`src/logic/rv_pkg.sv`:
```
// RV32I pipeline definitions
package rv_pkg;

	// ==================================================
	// Widths and constants
	// ==================================================
	localparam int XLEN = 32;
	localparam int REG_COUNT = 32;
	localparam int SHAMT_W = $clog2(XLEN);

	typedef logic [XLEN-1:0] word_t;
	typedef logic [$clog2(REG_COUNT)-1:0] reg_idx_t;

	localparam word_t RESET_PC = 32'h0000_0000;
	// addi x0, x0, 0
	localparam word_t NOP_INST = 32'h0000_0013;

	// ==================================================
	// Encodings
	// ==================================================
	typedef enum logic [6:0] {
		OPC_OP     = 7'b0110011,
		OPC_OP_IMM = 7'b0010011,
		OPC_LUI    = 7'b0110111,
		OPC_LOAD   = 7'b0000011,
		OPC_STORE  = 7'b0100011,
		OPC_BRANCH = 7'b1100011,
		OPC_JAL    = 7'b1101111
	} opcode_e;

	typedef enum logic [3:0] {
		ALU_ADD    = 4'd0,
		ALU_SUB    = 4'd1,
		ALU_AND    = 4'd2,
		ALU_OR     = 4'd3,
		ALU_XOR    = 4'd4,
		ALU_SLT    = 4'd5,
		ALU_SLL    = 4'd6,
		ALU_SRL    = 4'd7,
		ALU_PASS_B = 4'd8
	} alu_op_e;

	typedef enum logic [2:0] {
		BR_NONE = 3'd0,
		BR_BEQ  = 3'd1,
		BR_BNE  = 3'd2,
		BR_BLT  = 3'd3,
		BR_BGE  = 3'd4,
		BR_JAL  = 3'd5
	} branch_kind_e;

	// Forwarding source of an execute operand
	typedef enum logic [1:0] {
		SEL_RF  = 2'd0,
		SEL_MEM = 2'd1,
		SEL_WB  = 2'd2
	} opnd_sel_e;

	// ==================================================
	// Control and stage payloads
	// ==================================================
	typedef struct packed {
		alu_op_e      alu_op;
		logic         use_imm;
		logic         reg_wen;
		logic         mem_read;
		logic         mem_write;
		logic         wb_from_mem;
		branch_kind_e branch_kind;
	} ctrl_t;

	typedef struct packed {
		word_t pc;
		word_t inst;
	} if_id_t;

	typedef struct packed {
		word_t    pc;
		reg_idx_t rs1;
		reg_idx_t rs2;
		reg_idx_t rd;
		word_t    rs1_val;
		word_t    rs2_val;
		word_t    imm;
		ctrl_t    ctrl;
	} id_ex_t;

	typedef struct packed {
		reg_idx_t rd;
		word_t    alu_out;
		word_t    store_data;
		logic     mem_read;
		logic     mem_write;
		logic     reg_wen;
		logic     wb_from_mem;
	} ex_mem_t;

	typedef struct packed {
		reg_idx_t rd;
		word_t    alu_out;
		word_t    mem_data;
		logic     reg_wen;
		logic     wb_from_mem;
	} mem_wb_t;

endpackage

```
`src/logic/rv_alu.sv`:
```
// Execute stage ALU and branch unit
`timescale 1ns/100ps

module rv_alu (
	input  rv_pkg::word_t i_a,
	input  rv_pkg::word_t i_b,
	input  rv_pkg::word_t i_rs1_val,
	input  rv_pkg::word_t i_rs2_val,
	input  rv_pkg::word_t i_pc,
	input  rv_pkg::word_t i_imm,
	input  rv_pkg::ctrl_t i_ctrl,
	output rv_pkg::word_t o_result,
	output logic          o_redirect,
	output rv_pkg::word_t o_target
);

	rv_pkg::word_t alu_val;
	logic          eq;
	logic          lt;
	logic          taken;

	always_comb
	begin
		case (i_ctrl.alu_op)
			rv_pkg::ALU_ADD:    alu_val = i_a + i_b;
			rv_pkg::ALU_SUB:    alu_val = i_a - i_b;
			rv_pkg::ALU_AND:    alu_val = i_a & i_b;
			rv_pkg::ALU_OR:     alu_val = i_a | i_b;
			rv_pkg::ALU_XOR:    alu_val = i_a ^ i_b;
			rv_pkg::ALU_SLT:    alu_val = rv_pkg::word_t'($signed(i_a) < $signed(i_b));
			rv_pkg::ALU_SLL:    alu_val = i_a << i_b[rv_pkg::SHAMT_W-1:0];
			rv_pkg::ALU_SRL:    alu_val = i_a >> i_b[rv_pkg::SHAMT_W-1:0];
			rv_pkg::ALU_PASS_B: alu_val = i_b;
			default:            alu_val = '0;
		endcase
	end

	// Signed compare on forwarded register values
	assign eq = (i_rs1_val == i_rs2_val);
	assign lt = ($signed(i_rs1_val) < $signed(i_rs2_val));

	always_comb
	begin
		case (i_ctrl.branch_kind)
			rv_pkg::BR_BEQ: taken = eq;
			rv_pkg::BR_BNE: taken = !eq;
			rv_pkg::BR_BLT: taken = lt;
			rv_pkg::BR_BGE: taken = !lt;
			rv_pkg::BR_JAL: taken = 1'b1;
			default:        taken = 1'b0;
		endcase
	end

	// JAL links the return address
	assign o_result   = (i_ctrl.branch_kind == rv_pkg::BR_JAL) ? i_pc + 32'd4 : alu_val;
	assign o_redirect = taken;
	assign o_target   = i_pc + i_imm;

endmodule

```
`src/logic/rv_core.sv`:
```
// Five-stage RV32I core
`timescale 1ns/100ps

module rv_core (
	input  logic             clk,
	input  logic             rst_n,
	input  logic             i_halt,
	output rv_pkg::word_t    o_imem_addr,
	input  rv_pkg::word_t    i_imem_data,
	output rv_pkg::word_t    o_dmem_addr,
	output rv_pkg::word_t    o_dmem_wdata,
	output logic             o_dmem_we,
	output logic             o_dmem_re,
	input  rv_pkg::word_t    i_dmem_rdata,
	output logic             o_wb_valid,
	output rv_pkg::reg_idx_t o_wb_rd,
	output rv_pkg::word_t    o_wb_data
);

	rv_pkg::word_t     pc_q;
	rv_pkg::word_t     pc_next;
	logic              pc_hold;

	rv_pkg::if_id_t    if_id_d;
	rv_pkg::if_id_t    if_id_q;
	rv_pkg::if_id_t    if_id_nop;
	rv_pkg::id_ex_t    id_ex_d;
	rv_pkg::id_ex_t    id_ex_q;
	rv_pkg::id_ex_t    id_ex_nop;
	rv_pkg::ex_mem_t   ex_mem_d;
	rv_pkg::ex_mem_t   ex_mem_q;
	rv_pkg::ex_mem_t   ex_mem_nop;
	rv_pkg::mem_wb_t   mem_wb_d;
	rv_pkg::mem_wb_t   mem_wb_q;
	rv_pkg::mem_wb_t   mem_wb_nop;

	rv_pkg::reg_idx_t  dec_rs1;
	rv_pkg::reg_idx_t  dec_rs2;
	rv_pkg::reg_idx_t  dec_rd;
	rv_pkg::word_t     dec_imm;
	rv_pkg::ctrl_t     dec_ctrl;
	rv_pkg::word_t     rf_rs1_val;
	rv_pkg::word_t     rf_rs2_val;

	rv_pkg::opnd_sel_e sel_a;
	rv_pkg::opnd_sel_e sel_b;
	logic              load_stall;
	rv_pkg::word_t     opnd_a;
	rv_pkg::word_t     opnd_rs2;
	rv_pkg::word_t     alu_b;
	rv_pkg::word_t     ex_result;
	logic              redirect;
	rv_pkg::word_t     target;

	rv_pkg::word_t     wb_data;
	logic              wb_wen;

	// ==================================================
	// Stall and flush control
	// ==================================================
	// Redirect wins over a load-use stall
	assign pc_hold = i_halt || (load_stall && !redirect);
	assign pc_next = redirect ? target : pc_q + 32'd4;

	// Bubble payloads
	assign if_id_nop  = '{pc: rv_pkg::RESET_PC, inst: rv_pkg::NOP_INST};
	assign id_ex_nop  = '0;
	assign ex_mem_nop = '0;
	assign mem_wb_nop = '0;

	// ==================================================
	// Fetch
	// ==================================================
	always_ff @(posedge clk or negedge rst_n)
	begin
		if (!rst_n)
			pc_q <= rv_pkg::RESET_PC;
		else if (!pc_hold)
			pc_q <= pc_next;
	end

	assign o_imem_addr = pc_q;
	assign if_id_d     = '{pc: pc_q, inst: i_imem_data};

	rv_pipe_reg #(.payload_t(rv_pkg::if_id_t)) u_if_id (
		.clk     (clk),
		.rst_n   (rst_n),
		.i_hold  (pc_hold),
		.i_flush (redirect),
		.i_d     (if_id_d),
		.i_nop   (if_id_nop),
		.o_q     (if_id_q)
	);

	// ==================================================
	// Decode
	// ==================================================
	rv_decoder u_decoder (
		.i_inst (if_id_q.inst),
		.o_rs1  (dec_rs1),
		.o_rs2  (dec_rs2),
		.o_rd   (dec_rd),
		.o_imm  (dec_imm),
		.o_ctrl (dec_ctrl)
	);

	rv_regfile u_regfile (
		.clk       (clk),
		.rst_n     (rst_n),
		.i_rs1     (dec_rs1),
		.i_rs2     (dec_rs2),
		.i_wen     (wb_wen),
		.i_rd      (mem_wb_q.rd),
		.i_wdata   (wb_data),
		.o_rs1_val (rf_rs1_val),
		.o_rs2_val (rf_rs2_val)
	);

	always_comb
	begin
		id_ex_d.pc      = if_id_q.pc;
		id_ex_d.rs1     = dec_rs1;
		id_ex_d.rs2     = dec_rs2;
		id_ex_d.rd      = dec_rd;
		id_ex_d.rs1_val = rf_rs1_val;
		id_ex_d.rs2_val = rf_rs2_val;
		id_ex_d.imm     = dec_imm;
		id_ex_d.ctrl    = dec_ctrl;
	end

	rv_pipe_reg #(.payload_t(rv_pkg::id_ex_t)) u_id_ex (
		.clk     (clk),
		.rst_n   (rst_n),
		.i_hold  (i_halt),
		.i_flush (redirect || load_stall),
		.i_d     (id_ex_d),
		.i_nop   (id_ex_nop),
		.o_q     (id_ex_q)
	);

	// ==================================================
	// Execute
	// ==================================================
	rv_hazard_unit u_hazard (
		.i_rs1_ex     (id_ex_q.rs1),
		.i_rs2_ex     (id_ex_q.rs2),
		.i_rd_mem     (ex_mem_q.rd),
		.i_wen_mem    (ex_mem_q.reg_wen),
		.i_rd_wb      (mem_wb_q.rd),
		.i_wen_wb     (mem_wb_q.reg_wen),
		.i_rs1_id     (dec_rs1),
		.i_rs2_id     (dec_rs2),
		.i_rd_ex      (id_ex_q.rd),
		.i_load_ex    (id_ex_q.ctrl.mem_read),
		.o_sel_a      (sel_a),
		.o_sel_b      (sel_b),
		.o_load_stall (load_stall)
	);

	function automatic rv_pkg::word_t fwd_mux(
		rv_pkg::opnd_sel_e sel,
		rv_pkg::word_t     rf_val,
		rv_pkg::word_t     mem_val,
		rv_pkg::word_t     wb_val
	);
		case (sel)
			rv_pkg::SEL_MEM: return mem_val;
			rv_pkg::SEL_WB:  return wb_val;
			default:         return rf_val;
		endcase
	endfunction

	assign opnd_a   = fwd_mux(sel_a, id_ex_q.rs1_val, ex_mem_q.alu_out, wb_data);
	assign opnd_rs2 = fwd_mux(sel_b, id_ex_q.rs2_val, ex_mem_q.alu_out, wb_data);
	assign alu_b    = id_ex_q.ctrl.use_imm ? id_ex_q.imm : opnd_rs2;

	rv_alu u_alu (
		.i_a        (opnd_a),
		.i_b        (alu_b),
		.i_rs1_val  (opnd_a),
		.i_rs2_val  (opnd_rs2),
		.i_pc       (id_ex_q.pc),
		.i_imm      (id_ex_q.imm),
		.i_ctrl     (id_ex_q.ctrl),
		.o_result   (ex_result),
		.o_redirect (redirect),
		.o_target   (target)
	);

	always_comb
	begin
		ex_mem_d.rd          = id_ex_q.rd;
		ex_mem_d.alu_out     = ex_result;
		// Store data comes from the forwarded rs2
		ex_mem_d.store_data  = opnd_rs2;
		ex_mem_d.mem_read    = id_ex_q.ctrl.mem_read;
		ex_mem_d.mem_write   = id_ex_q.ctrl.mem_write;
		ex_mem_d.reg_wen     = id_ex_q.ctrl.reg_wen;
		ex_mem_d.wb_from_mem = id_ex_q.ctrl.wb_from_mem;
	end

	rv_pipe_reg #(.payload_t(rv_pkg::ex_mem_t)) u_ex_mem (
		.clk     (clk),
		.rst_n   (rst_n),
		.i_hold  (i_halt),
		.i_flush (1'b0),
		.i_d     (ex_mem_d),
		.i_nop   (ex_mem_nop),
		.o_q     (ex_mem_q)
	);

	// ==================================================
	// Memory
	// ==================================================
	assign o_dmem_addr  = ex_mem_q.alu_out;
	assign o_dmem_wdata = ex_mem_q.store_data;
	assign o_dmem_we    = ex_mem_q.mem_write && !i_halt;
	assign o_dmem_re    = ex_mem_q.mem_read && !i_halt;

	always_comb
	begin
		mem_wb_d.rd          = ex_mem_q.rd;
		mem_wb_d.alu_out     = ex_mem_q.alu_out;
		mem_wb_d.mem_data    = i_dmem_rdata;
		mem_wb_d.reg_wen     = ex_mem_q.reg_wen;
		mem_wb_d.wb_from_mem = ex_mem_q.wb_from_mem;
	end

	rv_pipe_reg #(.payload_t(rv_pkg::mem_wb_t)) u_mem_wb (
		.clk     (clk),
		.rst_n   (rst_n),
		.i_hold  (i_halt),
		.i_flush (1'b0),
		.i_d     (mem_wb_d),
		.i_nop   (mem_wb_nop),
		.o_q     (mem_wb_q)
	);

	// ==================================================
	// Write-back and retire
	// ==================================================
	assign wb_data = mem_wb_q.wb_from_mem ? mem_wb_q.mem_data : mem_wb_q.alu_out;
	assign wb_wen  = mem_wb_q.reg_wen && !i_halt;

	// Writes to x0 do not count as retirements
	assign o_wb_valid = wb_wen && (mem_wb_q.rd != '0);
	assign o_wb_rd    = mem_wb_q.rd;
	assign o_wb_data  = wb_data;

endmodule

```
`src/logic/rv_decoder.sv`:
```
// RV32I subset decoder
`timescale 1ns/100ps

module rv_decoder (
	input  rv_pkg::word_t    i_inst,
	output rv_pkg::reg_idx_t o_rs1,
	output rv_pkg::reg_idx_t o_rs2,
	output rv_pkg::reg_idx_t o_rd,
	output rv_pkg::word_t    o_imm,
	output rv_pkg::ctrl_t    o_ctrl
);

	logic [6:0] opcode;
	logic [2:0] funct3;
	logic [6:0] funct7;
	logic       use_rs1;
	logic       use_rs2;

	assign opcode = i_inst[6:0];
	assign funct3 = i_inst[14:12];
	assign funct7 = i_inst[31:25];

	// Unused source fields read as x0 so they never match a hazard
	assign o_rs1 = use_rs1 ? i_inst[19:15] : '0;
	assign o_rs2 = use_rs2 ? i_inst[24:20] : '0;
	assign o_rd  = i_inst[11:7];

	always_comb
	begin
		o_ctrl  = '0;
		o_imm   = '0;
		use_rs1 = 1'b0;
		use_rs2 = 1'b0;
		case (opcode)
			rv_pkg::OPC_OP:
			begin
				use_rs1 = 1'b1;
				use_rs2 = 1'b1;
				o_ctrl.reg_wen = 1'b1;
				case ({funct7, funct3})
					{7'b0000000, 3'b000}: o_ctrl.alu_op = rv_pkg::ALU_ADD;
					{7'b0100000, 3'b000}: o_ctrl.alu_op = rv_pkg::ALU_SUB;
					{7'b0000000, 3'b001}: o_ctrl.alu_op = rv_pkg::ALU_SLL;
					{7'b0000000, 3'b010}: o_ctrl.alu_op = rv_pkg::ALU_SLT;
					{7'b0000000, 3'b100}: o_ctrl.alu_op = rv_pkg::ALU_XOR;
					{7'b0000000, 3'b101}: o_ctrl.alu_op = rv_pkg::ALU_SRL;
					{7'b0000000, 3'b110}: o_ctrl.alu_op = rv_pkg::ALU_OR;
					{7'b0000000, 3'b111}: o_ctrl.alu_op = rv_pkg::ALU_AND;
					default:              o_ctrl.reg_wen = 1'b0;
				endcase
			end
			rv_pkg::OPC_OP_IMM:
			begin
				use_rs1 = 1'b1;
				o_imm = {{20{i_inst[31]}}, i_inst[31:20]};
				o_ctrl.use_imm = 1'b1;
				o_ctrl.reg_wen = 1'b1;
				case (funct3)
					3'b000:  o_ctrl.alu_op = rv_pkg::ALU_ADD;
					3'b010:  o_ctrl.alu_op = rv_pkg::ALU_SLT;
					3'b100:  o_ctrl.alu_op = rv_pkg::ALU_XOR;
					3'b110:  o_ctrl.alu_op = rv_pkg::ALU_OR;
					3'b111:  o_ctrl.alu_op = rv_pkg::ALU_AND;
					// Immediate shifts are not supported
					default: o_ctrl = '0;
				endcase
			end
			rv_pkg::OPC_LUI:
			begin
				o_imm = {i_inst[31:12], 12'b0};
				o_ctrl.alu_op  = rv_pkg::ALU_PASS_B;
				o_ctrl.use_imm = 1'b1;
				o_ctrl.reg_wen = 1'b1;
			end
			rv_pkg::OPC_LOAD:
			begin
				if (funct3 == 3'b010)
				begin
					use_rs1 = 1'b1;
					o_imm = {{20{i_inst[31]}}, i_inst[31:20]};
					o_ctrl.use_imm     = 1'b1;
					o_ctrl.reg_wen     = 1'b1;
					o_ctrl.mem_read    = 1'b1;
					o_ctrl.wb_from_mem = 1'b1;
				end
			end
			rv_pkg::OPC_STORE:
			begin
				if (funct3 == 3'b010)
				begin
					use_rs1 = 1'b1;
					use_rs2 = 1'b1;
					o_imm = {{20{i_inst[31]}}, i_inst[31:25], i_inst[11:7]};
					o_ctrl.use_imm   = 1'b1;
					o_ctrl.mem_write = 1'b1;
				end
			end
			rv_pkg::OPC_BRANCH:
			begin
				use_rs1 = 1'b1;
				use_rs2 = 1'b1;
				o_imm = {{19{i_inst[31]}}, i_inst[31], i_inst[7], i_inst[30:25],
					i_inst[11:8], 1'b0};
				case (funct3)
					3'b000:  o_ctrl.branch_kind = rv_pkg::BR_BEQ;
					3'b001:  o_ctrl.branch_kind = rv_pkg::BR_BNE;
					3'b100:  o_ctrl.branch_kind = rv_pkg::BR_BLT;
					3'b101:  o_ctrl.branch_kind = rv_pkg::BR_BGE;
					default: o_ctrl.branch_kind = rv_pkg::BR_NONE;
				endcase
			end
			rv_pkg::OPC_JAL:
			begin
				o_imm = {{11{i_inst[31]}}, i_inst[31], i_inst[19:12], i_inst[20],
					i_inst[30:21], 1'b0};
				o_ctrl.reg_wen     = 1'b1;
				o_ctrl.branch_kind = rv_pkg::BR_JAL;
			end
			default:
				o_ctrl = '0;
		endcase
	end

endmodule

```
`src/logic/rv_hazard_unit.sv`:
```
// Forwarding and load-use detection
`timescale 1ns/100ps

module rv_hazard_unit (
	input  rv_pkg::reg_idx_t  i_rs1_ex,
	input  rv_pkg::reg_idx_t  i_rs2_ex,
	input  rv_pkg::reg_idx_t  i_rd_mem,
	input  logic              i_wen_mem,
	input  rv_pkg::reg_idx_t  i_rd_wb,
	input  logic              i_wen_wb,
	input  rv_pkg::reg_idx_t  i_rs1_id,
	input  rv_pkg::reg_idx_t  i_rs2_id,
	input  rv_pkg::reg_idx_t  i_rd_ex,
	input  logic              i_load_ex,
	output rv_pkg::opnd_sel_e o_sel_a,
	output rv_pkg::opnd_sel_e o_sel_b,
	output logic              o_load_stall
);

	// Youngest producer wins, so ex-mem is checked first
	function automatic rv_pkg::opnd_sel_e pick_src(
		rv_pkg::reg_idx_t rs,
		rv_pkg::reg_idx_t rd_mem,
		logic             wen_mem,
		rv_pkg::reg_idx_t rd_wb,
		logic             wen_wb
	);
		if (rs == '0)
			return rv_pkg::SEL_RF;
		else if (wen_mem && rd_mem == rs)
			return rv_pkg::SEL_MEM;
		else if (wen_wb && rd_wb == rs)
			return rv_pkg::SEL_WB;
		return rv_pkg::SEL_RF;
	endfunction

	assign o_sel_a = pick_src(i_rs1_ex, i_rd_mem, i_wen_mem, i_rd_wb, i_wen_wb);
	assign o_sel_b = pick_src(i_rs2_ex, i_rd_mem, i_wen_mem, i_rd_wb, i_wen_wb);

	// Load data is not ready for the next instruction in execute
	assign o_load_stall = i_load_ex && (i_rd_ex != '0)
		&& ((i_rd_ex == i_rs1_id) || (i_rd_ex == i_rs2_id));

endmodule

```
`src/logic/rv_pipe_reg.sv`:
```
// Pipeline stage register
`timescale 1ns/100ps

module rv_pipe_reg #(
	parameter type payload_t = logic
) (
	input  logic     clk,
	input  logic     rst_n,
	input  logic     i_hold,
	input  logic     i_flush,
	input  payload_t i_d,
	input  payload_t i_nop,
	output payload_t o_q
);

	// Hold has priority over flush
	always_ff @(posedge clk or negedge rst_n)
	begin
		if (!rst_n)
			o_q <= i_nop;
		else if (!i_hold)
		begin
			if (i_flush)
				o_q <= i_nop;
			else
				o_q <= i_d;
		end
	end

endmodule

```
`src/logic/rv_regfile.sv`:
```
// Integer register file
`timescale 1ns/100ps

module rv_regfile (
	input  logic             clk,
	input  logic             rst_n,
	input  rv_pkg::reg_idx_t i_rs1,
	input  rv_pkg::reg_idx_t i_rs2,
	input  logic             i_wen,
	input  rv_pkg::reg_idx_t i_rd,
	input  rv_pkg::word_t    i_wdata,
	output rv_pkg::word_t    o_rs1_val,
	output rv_pkg::word_t    o_rs2_val
);

	// x0 has no storage
	rv_pkg::word_t regs [1:rv_pkg::REG_COUNT-1];

	always_ff @(posedge clk or negedge rst_n)
	begin
		if (!rst_n)
		begin
			for (int i = 1; i < rv_pkg::REG_COUNT; i++)
				regs[i] <= '0;
		end
		else if (i_wen && i_rd != '0)
			regs[i_rd] <= i_wdata;
	end

	// Same-cycle write is visible to decode
	function automatic rv_pkg::word_t read_port(rv_pkg::reg_idx_t idx);
		if (idx == '0)
			return '0;
		else if (i_wen && idx == i_rd)
			return i_wdata;
		return regs[idx];
	endfunction

	always_comb
	begin
		o_rs1_val = read_port(i_rs1);
		o_rs2_val = read_port(i_rs2);
	end

endmodule

```
`config.mk`:
```
export PLATFORM = sky130hd
export DESIGN_NAME = rv_core
export DESIGN_NICKNAME = d
export VERILOG_FILES = /design/src/logic/rv_pkg.sv /design/src/logic/rv_alu.sv /design/src/logic/rv_core.sv /design/src/logic/rv_decoder.sv /design/src/logic/rv_hazard_unit.sv /design/src/logic/rv_pipe_reg.sv /design/src/logic/rv_regfile.sv
export SDC_FILE = /design/constraint.sdc
export NUM_CORES = 2
export LEC_CHECK = 0
export BUFFER_PORTS_ARGS = -buffer_cell sky130_fd_sc_hd__clkbuf_2
export CORE_MARGIN = 1
export CORE_UTILIZATION = 55
export CTS_CLUSTER_DIAMETER = 150
export CTS_CLUSTER_SIZE = 25
export DETAILED_ROUTE_END_ITERATION = 8
export PLACE_DENSITY = 0.71
export SLEW_MARGIN = 10
export SYNTH_ARGS = -nofsm -noshare
export SYNTH_HDL_FRONTEND = slang
export SYNTH_SLANG_ARGS = --single-unit
```
`constraint.sdc`:
```
create_clock -name clk -period 7.4 [get_ports clk]
set_clock_uncertainty 0.2 [all_clocks]
set_input_delay 0.37 -clock clk [delete_from_list [all_inputs] [get_ports clk]]
set_output_delay 0.37 -clock clk [all_outputs]
set_load 0.05 [all_outputs]
```
==> flow_summary_export.csv <==
group,metric,value,unit
outcome,status,"finished, violations left",
outcome,violations,"hold timing",
sta,setup-tns-final,0,ps
drt,drc,0,
synth,postSynthAreaPerCell,8.67,µm²
worst_setup_path,crit_chain,"buf_4, xor2_1, nor4_1, o211ai_1, o21a_1, buf_4, a221o_1, inv_2, ha_1, inv_1, fa_1, a21o_1, a2111oi_0, buf_4, a221o_1, a211oi_1, o31ai_1, a21oi_1, and3_1, o21a_1, a2111oi_0, a31oi_1, a221o_1",
die,die_w,391,µm
placed_design,port_buffers,202,
sta,slew_headroom,0.0603,
sta,setup_viol,0,
sta,fmax,147,MHz
clocking,cts.sinks,1385,
worst_setup_path,critPathCaptureType,"register",
clocking,path_clk_slew,120,ps
clocking,cts_tree,"done",
die,start_util,0.554,
worst_setup_path,r2r_cells,23,
final_layout,final_common_cell,"nand2_1",
worst_setup_path,path_depth,23,
final_layout,final_cells,11299,
drt,via_per_inst,7.04,
placed_design,place_congestion,1.12,
drt,drt_iter0_drc,11637,
sta,layout_min_cycle_time,6800,ps
power,leakage,38.1,nW
power,powerDensity,180,nW/µm²
synth,async_reset_ff_frac,1.00,
placed_design,place_ws,746,ps
worst_setup_path,rr_endpoint,"u_ex_mem.o_q[64]",
synth,synth_seq_cells,1385,
worst_setup_path,worst-setup-path-type,"register to register",
sta,rsz0062_at_grt,"false",
global_routing,antenna_found_initial,17,
die,fp.coreArea,150000,µm²
synth,yosys_most_used_dff,"dfrtp_1",
placed_design,dp_hpwl,233,mm
synth,syn_area,83100,µm²
clocking,cts_setup_buffers,0,
clocking,root_buffer,"clkbuf_16",
worst_setup_path,worstSetupEndpoint,"u_ex_mem.o_q[64]",
final_layout,finish.net_count,9496,
worst_setup_path,start_kind,"register",
worst_setup_path,crit_family,"compound AO/OA/AOI/OAI gates",
worst_setup_path,required,7830,ps
synth,ys_seq_area_frac,0.417,
sta,maxSlewViolCount,0,
final_layout,final_util,0.590,
synth,synth_cells,9591,
final_layout,drive_above_1_share,0.113,
drt,via_count,79489,
synth,syn_nets,9822,
worst_setup_path,cp_slowest_cell,"a221o_1",
synth,synth_edf_count,0,
die,rows,142,
clocking,clock_latency,760,ps
clocking,cts_max_level,3,
sta,hold_violations,5,
worst_setup_path,r2r_setup_slack,600,ps
global_routing,grt_usage,0.465,
sta,worstMarginPinSlew,1400,ps
worst_setup_path,startpoint,"u_mem_wb.o_q[70]",
power,irDropWorstVdd,203,µV
min_path,hold_path_class,"primary input to asynchronous set/reset pin",
drt,drtPass1Iterations,7,
placed_design,placed_cells,11145,
global_routing,overflow,0,
clocking,clockBufferDepth,3,
run,drv_cap,0,
global_routing,grt_pass1_vias,74848,
drt,drt-wirelength-per-cell,31.9,µm
sta,setup_slack,602,ps
clocking,cts_buffers,66,
drt,detail-route-antenna-nets,0,
worst_setup_path,worstReg2RegStart,"u_mem_wb.o_q[70]",
final_layout,final_cell_mix,"nand2_1 (1550), dfrtp_1 (1373), o21ai_0 (889)",
final_layout,area_growth,6.51,%
drt,finalWirelength,360,mm
synth,synth_cell_types,93,
worst_setup_path,path_max_fanout,32,
worst_setup_path,worstPathArrival,7230,ps
sta,whs,-30.7,ps
sta,period_share,0.919,
global_routing,grt_start_max_net_pins,193,
die,dieArea,153000,µm²
worst_setup_path,cp_num_buf_inv,5,
die,io_pins,203,
worst_setup_path,cpPeakStageDelay,520,ps
synth,yosysWarnings,0,
die,die_h,391,µm
global_routing,grt_pass1_wl,520,mm
## layer usage
metal | track usage | routed length (µm) | share of wire
met1 | 0.578 | 128000 | 0.36
met2 | 0.684 | 153000 | 0.43
met3 | 0.125 | 43000 | 0.12
met4 | 0.371 | 35900 | 0.10
met5 | 0 | 126 | 0.00035
## worst min-delay path by stage
stage / start / endpoint / slack [ps] / cells past startpoint
after floorplan: rst_n / o_imem_addr[0] / -130 / 0
after global placement: rst_n / u_ex_mem.o_q[53] / 200 / 1
after detailed placement: rst_n / u_ex_mem.o_q[53] / 200 / 1
after CTS: rst_n / u_ex_mem.o_q[53] / 40 / 2
after global routing: rst_n / u_ex_mem.o_q[59] / 30 / 2
final: rst_n / u_ex_mem.o_q[55] / -30 / 2
## through the flow
step	area [µm²]	power, mW
3_3_place_gp	86000	11.5
5_1_grt	88500	16.3
4_1_cts	88400	15.8
2_1_floorplan	83100	10.3
3_5_place_dp	86000	11.6
6_report	88500	15.9
## repair_timing
action / 4_1_cts / 5_1_grt
gates resized for setup: 0 / 0
hold buffers: 66 / 0
endpoints found under the hold margin: 170 / 0
## state kept, by name, summed over array words and instances (netlist names)
signal          flops
o_imem_addr        32
u_mem_wb.o_q       71
u_id_ex.o_q       154
u_regfile.regs    992
u_ex_mem.o_q       72
u_if_id.o_q        64
## power by group
group	total (mW)	leakage [nW]	internal [mW]	switching [mW]
Sequential	8.51	18.8	7.91	0.598
Clock	4.34	0.886	1.68	2.66
Combinational	3.07	18.4	0.933	2.13
Total	15.9	38.1	10.5	5.39
## cell families (layout without fill, tap and decap cells)
| group | count (synthesis) | in the layout | share of synthesized area |
|---|---|---|---|
| simple gates | 3078 | 3078 | 0.156 |
| xor+xnor | 112 | 112 | 0.0118 |
| buf+inv | 1146 | 831 | 0.0564 |
| mux | 657 | 657 | 0.105 |
| other cells | 0 | 7 | 0 |
| compound gates | 3049 | 3049 | 0.230 |
| flops | 1385 | 1385 | 0.417 |
| fa+ha+maj | 164 | 164 | 0.0250 |
## final cells by class
cell class                 instances  area (µm²)
clock inverter                     6         129
clock buffer                      73        1700
tap                             2016        2520
multi-input combinational       7060       44500
antenna                            7        17.5
inverter                         210         790
fill                           13330       61400
sequential                      1385       34700
timing repair buffer             542        4130
## cells in the mapped netlist, types with 153 or more instances
library cell     n  area (µm²)
nand2_1       1574        5910
ha_1           161        2010
o21ai_0        889        4450
inv_1          200         751
mux4_2         153        3450
a21oi_1        885        4430
nor2_1         810        3040
a211oi_1       155        1160
dfrtp_1       1382       34600
mux2i_1        334        3340
nand3_1        271        1360
clkbuf_1       740        2780
mux2_2         169        1900
(Power assumes the default switching activity.)
